$ cat src/hw/pi1_bus_pkg.sv
// ------------------------------------------------
// PI1 bus definitions shared by every pipeline stage
// Holds the op encoding, the bus widths, the request
// and response words, and the credit counts of the
// master interface
// ------------------------------------------------

package pi1_bus_pkg;

	// Word address with the byte offset already dropped
	typedef logic [29:0] addr_t;
	typedef logic [31:0] data_t;
	typedef logic [3:0] sel_t;

	// Same op encoding as the PI1 bus
	typedef enum logic [1:0] {
		NOP   = 2'b00,
		WRITE = 2'b01,
		READ  = 2'b10,
		SWAP  = 2'b11
	} pi1_op_e;

	typedef struct packed {
		pi1_op_e op;
		addr_t   addr;
		data_t   data;
		sel_t    sel;
	} pi1_req_t;

	typedef struct packed {
		data_t data;
	} pi1_rsp_t;

	// Request credits held by the master and depth of the response queue
	localparam int unsigned REQ_DEPTH = 4;

	// Response credits held by the DUT after reset
	localparam int unsigned RSP_CREDITS = 2;

	localparam int unsigned REQ_PTR_W = $clog2(REQ_DEPTH);
	localparam int unsigned REQ_CNT_W = $clog2(REQ_DEPTH + 1);
	localparam int unsigned RSP_CRD_W = $clog2(RSP_CREDITS + 1);

endpackage

$ cat src/hw/soc_map_pkg.sv
// ------------------------------------------------
// Peripheral address map of the board slice
// Lists the slaves, their sizes and device ids, the
// reset register location and the decoded request
// passed from the decode stage to the execute stage
// ------------------------------------------------

package soc_map_pkg;

	// Order matches the device table slot of each slave
	typedef enum logic [1:0] {
		DEVTBL     = 2'd0,
		GPIO       = 2'd1,
		INVALIDDEV = 2'd2
	} slave_e;

	// Word offset inside a slave region
	typedef logic [7:0] offset_t;

	typedef struct packed {
		pi1_bus_pkg::pi1_op_e op;
		slave_e               slave;
		offset_t              offset;
		pi1_bus_pkg::data_t   data;
		pi1_bus_pkg::sel_t    sel;
	} dev_req_t;

	// Region sizes in words with the device table based at address 0
	localparam int unsigned DEVTBL_MAPSZ  = 64;
	localparam int unsigned GPIO_MAPSZ    = 16;
	localparam int unsigned INVALID_MAPSZ = 1024;

	// Ids reported through the device table
	localparam int unsigned DEVTBL_ID  = 7;
	localparam int unsigned GPIO_ID    = 6;
	localparam int unsigned INVALID_ID = 0;

	// Device table word holding the software reset bits
	localparam int unsigned RST_REG_OFFSET = 62;

	localparam int unsigned GPIO_COUNT = 8;

	// Reset is held for 2**RST_CNTR_BITSZ - 1 cycles
	localparam int unsigned RST_CNTR_BITSZ = 4;

endpackage

$ cat src/hw/pi1_addr_decode.sv
// ------------------------------------------------
// First request stage of the peripheral bus
// Compares the word address against the map sizes,
// picks the target slave and strips the region base
// Output is registered, exactly one cycle of latency
// ------------------------------------------------

module pi1_addr_decode (
	input  logic                  clk_4x_w,
	input  logic                  rst_p,
	input  logic                  req_valid_i,
	input  pi1_bus_pkg::pi1_req_t req_i,
	output logic                  dec_valid_o,
	output soc_map_pkg::dev_req_t dec_o
);

	import pi1_bus_pkg::*;
	import soc_map_pkg::*;

	slave_e slave_c;
	addr_t  base_c;
	addr_t  rel_c;

	// Contiguous regions with everything past GPIO in the catch-all
	always_comb begin
		if (req_i.addr < addr_t'(DEVTBL_MAPSZ)) begin
			slave_c = DEVTBL;
			base_c  = '0;
		end else if (req_i.addr < addr_t'(DEVTBL_MAPSZ + GPIO_MAPSZ)) begin
			slave_c = GPIO;
			base_c  = addr_t'(DEVTBL_MAPSZ);
		end else begin
			slave_c = INVALIDDEV;
			base_c  = addr_t'(DEVTBL_MAPSZ + GPIO_MAPSZ);
		end
	end

	assign rel_c = req_i.addr - base_c;

	always_ff @(posedge clk_4x_w) begin
		if (rst_p) begin
			dec_valid_o <= 1'b0;
		end else begin
			dec_valid_o <= req_valid_i;
		end
	end

	always_ff @(posedge clk_4x_w) begin
		if (req_valid_i) begin
			dec_o.op     <= req_i.op;
			dec_o.slave  <= slave_c;
			// Invalid region offsets wrap to 8 bits
			dec_o.offset <= offset_t'(rel_c);
			dec_o.data   <= req_i.data;
			dec_o.sel    <= req_i.sel;
		end
	end

	// Master must hold off while the reset sequencer keeps the bus in reset
	a_no_req_in_rst: assert property (@(posedge clk_4x_w) rst_p |-> !req_valid_i)
		else $error("request issued while bus held in reset");

endmodule

$ cat src/hw/pi1_dev_exec.sv
// ------------------------------------------------
// Execute stage of the peripheral bus
// Serves the device table with its reset register,
// the GPIO block and the invalid-device catch-all
// Response data is registered one cycle after decode
// ------------------------------------------------

module pi1_dev_exec (
	input  logic                                  clk_4x_w,
	input  logic                                  rst_p,
	input  logic                                  dec_valid_i,
	input  soc_map_pkg::dev_req_t                 dec_i,
	input  logic [soc_map_pkg::GPIO_COUNT-1:0]    gp_i,
	output logic [soc_map_pkg::GPIO_COUNT-1:0]    gp_o,
	output logic                                  exec_valid_o,
	output pi1_bus_pkg::pi1_rsp_t                 exec_o,
	output logic [1:0]                            sw_rst_o,
	output logic                                  sw_rst_valid_o
);

	import pi1_bus_pkg::*;
	import soc_map_pkg::*;

	logic [1:0]            rst_reg_q;
	logic [GPIO_COUNT-1:0] gp_out_q;
	data_t                 rd_data_c;
	data_t                 rst_merge_c;
	data_t                 gp_merge_c;
	logic                  wr_c;
	logic                  rd_c;
	logic                  rst_wr_c;
	logic                  gp_wr_c;

	// Replace only the byte lanes enabled by sel
	function automatic data_t lane_merge(data_t old_v, data_t new_v, sel_t sel);
		data_t mask;
		for (int i = 0; i < $bits(sel_t); i++) begin
			mask[8*i +: 8] = {8{sel[i]}};
		end
		return (old_v & ~mask) | (new_v & mask);
	endfunction

	always_comb begin
		rd_data_c = '0;
		case (dec_i.slave)
			DEVTBL: begin
				// Two words per slave, id then map size in bytes
				case (dec_i.offset)
					8'd0: rd_data_c = data_t'(DEVTBL_ID);
					8'd1: rd_data_c = data_t'(DEVTBL_MAPSZ * 4);
					8'd2: rd_data_c = data_t'(GPIO_ID) | 32'h8000_0000;
					8'd3: rd_data_c = data_t'(GPIO_MAPSZ * 4);
					8'd4: rd_data_c = data_t'(INVALID_ID);
					8'd5: rd_data_c = data_t'(INVALID_MAPSZ * 4);
					offset_t'(RST_REG_OFFSET): rd_data_c = data_t'(rst_reg_q);
					default: rd_data_c = '0;
				endcase
			end
			GPIO: begin
				// Word 0 is the input pins, word 1 the output register
				case (dec_i.offset)
					8'd0: rd_data_c = data_t'(gp_i);
					8'd1: rd_data_c = data_t'(gp_out_q);
					default: rd_data_c = '0;
				endcase
			end
			default: rd_data_c = '0;
		endcase
	end

	assign wr_c = dec_valid_i && (dec_i.op == WRITE || dec_i.op == SWAP);
	assign rd_c = (dec_i.op == READ || dec_i.op == SWAP);

	assign rst_wr_c = wr_c && dec_i.slave == DEVTBL &&
		dec_i.offset == offset_t'(RST_REG_OFFSET);
	assign gp_wr_c = wr_c && dec_i.slave == GPIO && dec_i.offset == 8'd1;

	assign rst_merge_c = lane_merge(data_t'(rst_reg_q), dec_i.data, dec_i.sel);
	assign gp_merge_c = lane_merge(data_t'(gp_out_q), dec_i.data, dec_i.sel);

	always_ff @(posedge clk_4x_w) begin
		if (rst_p) begin
			exec_valid_o <= 1'b0;
			sw_rst_valid_o <= 1'b0;
			rst_reg_q <= '0;
			gp_out_q <= '0;
		end else begin
			exec_valid_o <= dec_valid_i;
			sw_rst_valid_o <= rst_wr_c;
			if (rst_wr_c) begin
				rst_reg_q <= rst_merge_c[1:0];
			end
			if (gp_wr_c) begin
				gp_out_q <= gp_merge_c[GPIO_COUNT-1:0];
			end
		end
	end

	// Swap hands back the word from before the write
	always_ff @(posedge clk_4x_w) begin
		if (dec_valid_i) begin
			exec_o.data <= rd_c ? rd_data_c : '0;
		end
	end

	assign sw_rst_o = rst_reg_q;
	assign gp_o = gp_out_q;

endmodule

$ cat src/hw/pi1_rsp_credit.sv
// ------------------------------------------------
// Response stage of the peripheral bus
// Queues responses and sends them while the master
// has returned response credits, handing a request
// credit back with every response that leaves
// An empty queue is bypassed for one cycle latency
// ------------------------------------------------

module pi1_rsp_credit (
	input  logic                  clk_4x_w,
	input  logic                  rst_p,
	input  logic                  exec_valid_i,
	input  pi1_bus_pkg::pi1_rsp_t exec_i,
	input  logic                  rsp_crd_i,
	output logic                  rsp_valid_o,
	output pi1_bus_pkg::pi1_rsp_t rsp_o,
	output logic                  req_crd_o
);

	import pi1_bus_pkg::*;

	pi1_rsp_t             fifo_mem [REQ_DEPTH];
	logic [REQ_PTR_W-1:0] wr_ptr;
	logic [REQ_PTR_W-1:0] rd_ptr;
	logic [REQ_CNT_W-1:0] fifo_cnt;
	logic [RSP_CRD_W-1:0] crd_cnt;
	logic                 fifo_empty_c;
	logic                 send_c;
	logic                 push_c;
	logic                 pop_c;
	pi1_rsp_t             head_c;
	logic                 send_q;

	assign fifo_empty_c = (fifo_cnt == '0);
	assign send_c = (crd_cnt != '0) && (!fifo_empty_c || exec_valid_i);
	// Incoming word skips the queue when it leaves right away
	assign push_c = exec_valid_i && !(send_c && fifo_empty_c);
	assign pop_c = send_c && !fifo_empty_c;
	assign head_c = fifo_empty_c ? exec_i : fifo_mem[rd_ptr];

	always_ff @(posedge clk_4x_w) begin
		if (push_c) begin
			fifo_mem[wr_ptr] <= exec_i;
		end
	end

	always_ff @(posedge clk_4x_w) begin
		if (rst_p) begin
			wr_ptr <= '0;
			rd_ptr <= '0;
			fifo_cnt <= '0;
		end else begin
			if (push_c) begin
				wr_ptr <= (wr_ptr == REQ_PTR_W'(REQ_DEPTH - 1)) ? '0 : wr_ptr + 1'b1;
			end
			if (pop_c) begin
				rd_ptr <= (rd_ptr == REQ_PTR_W'(REQ_DEPTH - 1)) ? '0 : rd_ptr + 1'b1;
			end
			case ({push_c, pop_c})
				2'b10: fifo_cnt <= fifo_cnt + 1'b1;
				2'b01: fifo_cnt <= fifo_cnt - 1'b1;
				default: ;
			endcase
		end
	end

	// Master returns at most one credit per cycle
	always_ff @(posedge clk_4x_w) begin
		if (rst_p) begin
			crd_cnt <= RSP_CRD_W'(RSP_CREDITS);
			send_q <= 1'b0;
		end else begin
			send_q <= send_c;
			case ({rsp_crd_i, send_c})
				2'b10: crd_cnt <= crd_cnt + 1'b1;
				2'b01: crd_cnt <= crd_cnt - 1'b1;
				default: ;
			endcase
		end
	end

	always_ff @(posedge clk_4x_w) begin
		if (send_c) begin
			rsp_o <= head_c;
		end
	end

	assign rsp_valid_o = send_q;
	assign req_crd_o = send_q;

	// Holds only if the master never exceeds its request credits
	a_no_push_full: assert property (@(posedge clk_4x_w) disable iff (rst_p)
		push_c |-> fifo_cnt < REQ_CNT_W'(REQ_DEPTH))
		else $error("response queue pushed while full");

	// Master must not return more response credits than it was given
	a_crd_bound: assert property (@(posedge clk_4x_w) disable iff (rst_p)
		crd_cnt <= RSP_CRD_W'(RSP_CREDITS))
		else $error("response credit counter above its reset value");

endmodule

$ cat src/hw/rst_sequencer.sv
// ------------------------------------------------
// Reset sequencer of the board slice
// Stretches the board reset with a down counter and
// decodes the software reset register bits into warm,
// cold and power-off requests
// ------------------------------------------------

module rst_sequencer (
	input  logic       clk_4x_w,
	input  logic       rst_p,
	input  logic [1:0] sw_rst_i,
	input  logic       sw_rst_valid_i,
	output logic       sys_rst_o,
	output logic       rst_busy_o,
	output logic       pwr_off_o
);

	import soc_map_pkg::*;

	logic [RST_CNTR_BITSZ-1:0] rst_cntr;
	logic                      pwr_off_q;
	logic                      sw_cold_c;
	logic                      sw_warm_c;
	logic                      sw_pwroff_c;
	logic                      sys_rst_c;

	assign sw_cold_c = sw_rst_valid_i && (sw_rst_i == 2'b11);
	assign sw_warm_c = sw_rst_valid_i && (sw_rst_i == 2'b10);
	assign sw_pwroff_c = sw_rst_valid_i && (sw_rst_i == 2'b01);

	// Cold reset has no global set/reset here and runs like a warm one
	always_ff @(posedge clk_4x_w) begin
		if (rst_p || sw_cold_c || sw_warm_c) begin
			rst_cntr <= '1;
		end else if (rst_cntr != '0) begin
			rst_cntr <= rst_cntr - 1'b1;
		end
	end

	// Power-off sticks until the board reset
	always_ff @(posedge clk_4x_w) begin
		if (rst_p) begin
			pwr_off_q <= 1'b0;
		end else if (sw_pwroff_c) begin
			pwr_off_q <= 1'b1;
		end
	end

	assign sys_rst_c = rst_p || pwr_off_q || (rst_cntr != '0);

	assign sys_rst_o = sys_rst_c;
	assign rst_busy_o = sys_rst_c;
	assign pwr_off_o = pwr_off_q;

endmodule

$ cat src/hw/soc_periph_top.sv
// ------------------------------------------------
// Peripheral slice top level
// Chains decode, execute and response stages on the
// credit-based request/response ports and drives all
// stages from the reset sequencer
// ------------------------------------------------

module soc_periph_top (
	input  logic                               clk_4x_w,
	input  logic                               rst_p,
	input  logic                               req_valid_i,
	input  pi1_bus_pkg::pi1_req_t              req_i,
	output logic                               req_crd_o,
	output logic                               rsp_valid_o,
	output pi1_bus_pkg::pi1_rsp_t              rsp_o,
	input  logic                               rsp_crd_i,
	input  logic [soc_map_pkg::GPIO_COUNT-1:0] gp_i,
	output logic [soc_map_pkg::GPIO_COUNT-1:0] gp_o,
	output logic                               rst_busy_o,
	output logic                               pwr_off_o
);

	import pi1_bus_pkg::*;
	import soc_map_pkg::*;

	logic       sys_rst_w;
	logic       dec_valid_w;
	dev_req_t   dec_w;
	logic       exec_valid_w;
	pi1_rsp_t   exec_w;
	logic [1:0] sw_rst_w;
	logic       sw_rst_valid_w;

	pi1_addr_decode u_decode (
		.clk_4x_w    (clk_4x_w),
		.rst_p       (sys_rst_w),
		.req_valid_i (req_valid_i),
		.req_i       (req_i),
		.dec_valid_o (dec_valid_w),
		.dec_o       (dec_w)
	);

	pi1_dev_exec u_exec (
		.clk_4x_w       (clk_4x_w),
		.rst_p          (sys_rst_w),
		.dec_valid_i    (dec_valid_w),
		.dec_i          (dec_w),
		.gp_i           (gp_i),
		.gp_o           (gp_o),
		.exec_valid_o   (exec_valid_w),
		.exec_o         (exec_w),
		.sw_rst_o       (sw_rst_w),
		.sw_rst_valid_o (sw_rst_valid_w)
	);

	pi1_rsp_credit u_rsp (
		.clk_4x_w     (clk_4x_w),
		.rst_p        (sys_rst_w),
		.exec_valid_i (exec_valid_w),
		.exec_i       (exec_w),
		.rsp_crd_i    (rsp_crd_i),
		.rsp_valid_o  (rsp_valid_o),
		.rsp_o        (rsp_o),
		.req_crd_o    (req_crd_o)
	);

	// Runs from the board reset so a software reset can release itself
	rst_sequencer u_rst_seq (
		.clk_4x_w       (clk_4x_w),
		.rst_p          (rst_p),
		.sw_rst_i       (sw_rst_w),
		.sw_rst_valid_i (sw_rst_valid_w),
		.sys_rst_o      (sys_rst_w),
		.rst_busy_o     (rst_busy_o),
		.pwr_off_o      (pwr_off_o)
	);

endmodule

$ cat config.mk
export PLATFORM = sky130hd
export DESIGN_NAME = soc_periph_top
export DESIGN_NICKNAME = d
export VERILOG_FILES = /design/src/hw/pi1_bus_pkg.sv /design/src/hw/soc_map_pkg.sv /design/src/hw/pi1_addr_decode.sv /design/src/hw/pi1_dev_exec.sv /design/src/hw/pi1_rsp_credit.sv /design/src/hw/rst_sequencer.sv /design/src/hw/soc_periph_top.sv
export SDC_FILE = /design/constraint.sdc
export NUM_CORES = 1
export LEC_CHECK = 0
export ABC_AREA = 0
export BUFFER_PORTS_ARGS = -buffer_cell sky130_fd_sc_hd__buf_2
export CAP_MARGIN = 20
export CORE_MARGIN = 3
export CORE_UTILIZATION = 23
export CTS_BUF_LIST = sky130_fd_sc_hd__clkbuf_4 sky130_fd_sc_hd__clkbuf_8 sky130_fd_sc_hd__clkbuf_16
export CTS_CLUSTER_SIZE = 8
export DETAILED_ROUTE_END_ITERATION = 8
export PLACE_DENSITY_LB_ADDON = 0.2
export SLEW_MARGIN = 10
export SYNTH_ARGS = -nofsm -noshare
export SYNTH_HDL_FRONTEND = slang
export SYNTH_SLANG_ARGS = --single-unit
$ cat constraint.sdc
create_clock -name clk_4x_w -period 3.4 [get_ports clk_4x_w]
set_input_delay 0.68 -clock clk_4x_w [delete_from_list [all_inputs] [get_ports clk_4x_w]]
set_output_delay 0.68 -clock clk_4x_w [all_outputs]
set_load 0.005 [all_outputs]
Word level (Yosys, flattened, before mapping):

Memory sizes are Yosys's and may differ from the RTL's. A register that Yosys moved wholly into a read port is not among the register bits.
Cells that the tools add are included.

* register bits: 113
* memory bits (writable): 128
* bits of input ports: 80
* logic and storage cells: 97
* memories kept: 1

Memories
* u_rsp.fifo_mem: depth 4, bits a word 32, rd ports 1, clocked after Yosys merged registers in 1, write ports 1, RTL line pi1_rsp_credit.sv:22 `pi1_rsp_t fifo_mem [REQ_DEPTH];`

* $add $sub $neg: 8
* order comparisons: 2
* eq/ne operators: 18
* mux-type cells: 15
* bitwise logic cells: 6
* reduce and logical (&&, ||, !) cells: 28

Operators by type and width (count)
* $pmux W32 S6: 1
* $pmux W32 S2: 1
* $lt A30 B7 Y1 const B: 2
* $mux W32: 1
* $and A8 B8 Y8: 2
* $eq A2 B2 Y1 const B: 8
* $eq A8 B2 Y1 const B: 2
* $pmux W8 S2: 1
* $logic_and A1 B1 Y1: 12
* $eq A2 B1 Y1 const B: 5
* $mux W2: 5
* $eq A8 B1 Y1 const B: 1
* $eq A8 B3 Y1 const B: 1
* $eq A8 B6 Y1 const B: 1
* $logic_not A8 Y1: 1
* $not A8 Y8: 1
* $or A8 B8 Y8: 1
* $sub A8 B8 Y8: 1
* $logic_or A1 B1 Y1: 7
* $mux W7: 1
* $add A2 B1 Y2 const B: 3
* $pmux W3 S2: 1
* $reduce_bool A2 Y1: 3
* $mux W5: 1
* other kinds (12): 14

Logic depth before layout (Yosys ltp):

* depth in word-level cells: 9
* depth in mapped cells: 10

Cells and area by module:

From an unflattened synthesis, not the netlist that was laid out.

* cell total of the unflattened synthesis: 595
* area, all modules: 9788.1 um^2

By module, submodules not included
* pi1_rsp_credit: times used 1, cells each 370, area each 6585.1 um^2
* pi1_addr_decode: times used 1, cells each 75, area each 1652.8 um^2
* pi1_dev_exec: times used 1, cells each 121, area each 1296.2 um^2
* rst_sequencer: times used 1, cells each 29, area each 254.0 um^2

Worst setup path after synthesis:

Ideal clock, no wire load.

* path type: flip-flop to flip-flop
* from: reg u_rsp.fifo_cnt[2]
* to: reg u_rsp.fifo_cnt[2]
* setup time: 0.070 ns
* arrival time: 2.253 ns
* required time: 3.330 ns
* setup slack: 1.077 ns
* cell stages (with the launch flop): 11
* path buffers: 1
* clock period less this slack: 2.323 ns
* cell sequence: dfxtp_1 -> or3_1 -> clkbuf_1 -> o21a_2 -> inv_1 -> ha_1 -> inv_1 -> fa_1 -> xor2_1 -> or3_1 -> a21oi_1

* cells in the longest elaborated chain, start to end: 9
* elaborated cells between the ends (all ways): 14
* those cells by class: 2 x add/sub; 2 x eq/ne; 1 x mux; 9 x reduce/logical

Ends and longest elaborated chain
* start, declared: RTL line pi1_rsp_credit.sv:25 `logic [REQ_CNT_W-1:0] fifo_cnt;`
* start signal, assigned: RTL line pi1_rsp_credit.sv:60 `2'b10: fifo_cnt <= fifo_cnt + 1'b1;`
* start signal, assigned: RTL line pi1_rsp_credit.sv:61 `2'b01: fifo_cnt <= fifo_cnt - 1'b1;`
* $logic_not A3 Y1: RTL line pi1_rsp_credit.sv:34 `assign fifo_empty_c = (fifo_cnt == '0);`
* $logic_not A1 Y1: RTL line pi1_rsp_credit.sv:35, pi1_rsp_credit.sv:38
* $logic_or A1 B1 Y1: RTL line pi1_rsp_credit.sv:35 `assign send_c = (crd_cnt != '0) && (!fifo_empty_c || exec_valid_i);`
* $logic_and A1 B1 Y1: RTL line pi1_rsp_credit.sv:35
* $logic_and A1 B1 Y1: RTL line pi1_rsp_credit.sv:37 `assign push_c = exec_valid_i && !(send_c && fifo_empty_c);`
* $logic_not A1 Y1: RTL line pi1_rsp_credit.sv:37
* $logic_and A1 B1 Y1: RTL line pi1_rsp_credit.sv:37
* $eq A2 B1 Y1 / $eq A2 B2 Y1 (equally long branches): RTL line pi1_rsp_credit.sv:59 `case ({push_c, pop_c})`
* $pmux W3 S2 / $reduce_bool A2 Y1 (equally long branches)

Several ways; a longest one is shown, not always the timed one.
A chain may end at the register's enable or synchronous reset.

Worst setup path after layout:

* from: reg u_rst_seq.rst_cntr[0]
* to: out rst_busy_o

* cells in the longest elaborated chain, start to end: 2

Ends and longest elaborated chain
* start, declared: RTL line rst_sequencer.sv:20 `logic [RST_CNTR_BITSZ-1:0] rst_cntr;`
* start signal, assigned: RTL line rst_sequencer.sv:36 `rst_cntr <= rst_cntr - 1'b1;`
* $reduce_bool A4 Y1: RTL line rst_sequencer.sv:49 `assign sys_rst_c = rst_p || pwr_off_q || (rst_cntr != '0);`
* $logic_or A1 B1 Y1: RTL line rst_sequencer.sv:49
* end, declared: RTL line soc_periph_top.sv:19 `output logic rst_busy_o,`

Every way passes these cells.

==> reports/qor.csv <==
stage;metric;value;unit
outcome;outcome;complete, no violations;
cts;CTS tree;built;
logic_synthesis;top_reg_cell synth;edfxtp_1;
global_routing;initial antenna violation count;0;
final_layout;post-route design area;0.00613;mm²
power;VDD IR max;0.334;mV
floorplanning;initial core utilization;23.5;%
power;proportion of power drawn by combinational gates;2.5;%
critical_path;maximum fanout along the worst path;12;
routing;DR vias/cell;3.99;
cts;clk root buf;clkbuf_16;
critical_path;Critical Path RT;2.72;ns
critical_path;cell mode on critical path;inv_1;
routing;vias;2912;
sta;Fin. Hold Viols;0;
critical_path;Critical Path End Type;primary output;
final_layout;commonest non-fill, non-tap cell in the layout;edfxtp_1;
floorplanning;Die X;153;µm
logic_synthesis;number of flops mapped to enable cells by yosys;87;
sta;Fmax achieved;368;MHz
routing;DR DRC count;0;
critical_path;critical-path cell list;inv_1, ha_1, or3b_4, nor3_2, inv_1, buf_2;
critical_path;Startpoint Class;flip-flop;
routing;Post-DRT Antenna Nets;0;
power;Psw;655;µW
logic_synthesis;Yosys warning count;0;
critical_path;slowest CP cell;or3b_4;
sta;slew margin rel.;47.0;%
cts;H-tree Lvls;4;
place;Setup WS pre-CTS;0.789;ns
global_routing;GR Overflow Total;0;
sta;Setup TNS Final;0;ns
global_routing;vias in the first global route;3059;
logic_synthesis;synthesized flop and latch total;117;
power;Clk pwr share;51.3;%
final_layout;share of cells above drive strength 1;30.8;%
cts;post-cts resize count;0;
final_layout;diode count;0;
power;Tot Pwr;3.39;mW
logic_synthesis;dominant cells by area after synthesis;edfxtp_1 53%, dfxtp_1 12%, mux4_2 5.0%;
sta;max-slew violation count;0;
cts;hold buffer count at CTS;0;
logic_synthesis;Synth async-reset ratio;0;%
logic_synthesis;Mapped Avg Cell Area;13.9;µm²
cts;total CTS buffers;17;
logic_synthesis;Seq/Total Area, Yosys;65.0;%
power;Flop pwr share;46.1;%
floorplanning;I/O pin count;124;
logic_synthesis;distinct cell type count after synthesis;46;
place;RePlAce Congestion;0.759;
cts;post-CTS setup buffers;0;
final_layout;commonest non-fill, non-tap cells in the layout;87 x edfxtp_1, 75 x buf_2, 30 x dfxtp_1;
final_layout;area delta synth->final;23.9;%
cts;clk_lat worst skew;0.41;ns
worst_hold_path;type of the tightest min-delay check;input port to flip-flop;
power;PwrDens;554;mW/mm²
routing;WL per Instance;13.9;µm
cts;clock-pin slew on the worst setup and hold paths;0.05;ns
critical_path;critical path class;flip-flop to primary output;
power;switching part of the total;19.3;%
logic_synthesis;post-synthesis cell count;355;
place;HPWL Detailed;7.35;mm
sta;clock skew;0.00724;ns
final_layout;nets@finish;534;
critical_path;crit-path max cell delay;0.42;ns
floorplanning;Core Box Area;0.0211;mm²
logic_synthesis;Synth area leader;edfxtp_1;
sta;Slew @ Worst Pin;0.794;ns
routing;drt first pass iters;4;
cts;clk sinks;117;
logic_synthesis;cell area after synthesis;0.00495;mm²
power;leak pwr;2.23;nW
routing;initial drt markers;157;
sta;Final Cycle Share;80.0;%
sta;Tmin final;2.72;ns
place;Post-DP Area;0.00555;mm²
final_layout;post-route insts no fill;729;
sta;RSZ-0062 raised after global routing;false;
power;Int Pwr;2.74;mW
logic_synthesis;share of the synthesized area in the top cell type;52.8;%
place;I/O Buffers;75;
routing;routed wire length;10.1;mm
sta;Final WS setup;0.680;ns
global_routing;overall routing resource usage;9.14;%
global_routing;first-pass GRT wire length;16.5;mm
sta;final setup fails;0;
floorplanning;die height;153;µm
floorplanning;die area;0.0233;mm²
cts;Max Root-Sink Buffers;2;
flow_run;max_cap viols;0;
critical_path;Worst Path Arrival;2.04;ns
place;placed insts;697;
final_layout;number of fillers in the final layout;2179;
floorplanning;num rows;53;
global_routing;largest net degree at the start of global routing;23;
-- layout make-up --
| type | instances | area, µm² | share of cell area (%) |
|---|---|---|---|
| clock buffer | 19 | 440 | 7.19 |
| timing repair buffer | 78 | 398 | 6.50 |
| tap | 275 | 344 | 5.62 |
| clock inverter | 13 | 139 | 2.27 |
| multi-input combinational | 210 | 1530 | 24.9 |
| sequential | 117 | 3210 | 52.5 |
| inverter | 17 | 63.8 | 1.04 |
-- through the flow --
| step | util [%] | hold slack [ns] |
|---|---|---|
| 2_1_floorplan | - | 0.450 |
| 3_3_place_gp | 26.3 | 0.463 |
| 3_5_place_dp | 26.3 | 0.465 |
| 4_1_cts | 29.0 | 0.421 |
| 5_1_grt | 29.0 | 0.420 |
| 6_report | 29.0 | 0.448 |
-- path summary, 6_finish.rpt --
kind                                            start                 end  slack, ns  cells after the start
worst max-delay path            u_rst_seq.rst_cntr[0]          rst_busy_o       0.68                      6
worst min-delay path                        req_i[10]  u_decode.dec_o[10]       0.45                      1
worst max register to register      u_rsp.fifo_cnt[2]   u_rsp.fifo_cnt[2]       0.78                     10
worst min register to register              flip-flop           flip-flop       0.47                      2
-- critical path, delay by kind of cell, from the launching register on --
| family | cells | cell delay (ns) |
|---|---|---|
| adders and majority gates | 1 | 0.18 |
| buffers and inverters | 3 | 0.56 |
| DFF | 1 | 0.32 |
| and+or+nand+nor | 2 | 0.57 |
-- metal layers --
metal / track usage [%] / part of all wire (%)
met5: 0 / 0
met4: 3.82 / 1.6
met3: 3.72 / 6.9
met2: 14.1 / 46
met1: 11.4 / 46
-- cell usage after synthesis (7+ instances only) --
master	count
nand3_1	14
nor3_1	7
nor2_1	17
mux2_2	12
o21ai_1	9
ha_1	12
o21ai_0	7
mux4_2	11
or3_1	7
dfxtp_1	30
nand2_1	26
edfxtp_1	87
buf_4	23
a21oi_1	14
inv_1	17
-- power groups by stage --
stage / clock network (mW) / logic, mW / registers (mW)
after floorplan: 0 / 0.0627 / 1.59
after global placement: 0 / 0.0861 / 1.59
after detailed placement: 0 / 0.0877 / 1.59
after CTS: 1.79 / 0.0882 / 1.57
after global routing: 1.85 / 0.0991 / 1.57
final: 1.74 / 0.0863 / 1.57
-- cell families (layout without fill, tap and decap cells) --
logic type / Yosys count / in the layout / synth area share [%]
AOI/OAI and AO/OA: 34 / 34 / 3.62
xor gates and xnor gates: 7 / 7 / 1.24
adders and majority gates: 13 / 13 / 3.44
buffers and inverters: 48 / 127 / 5.67
DFF: 117 / 117 / 65.0
muxes: 29 / 29 / 8.96
other: 1 / 21 / 0.0758
and+or+nand+nor: 106 / 106 / 12.0
Power figures use the tool's default switching activity.
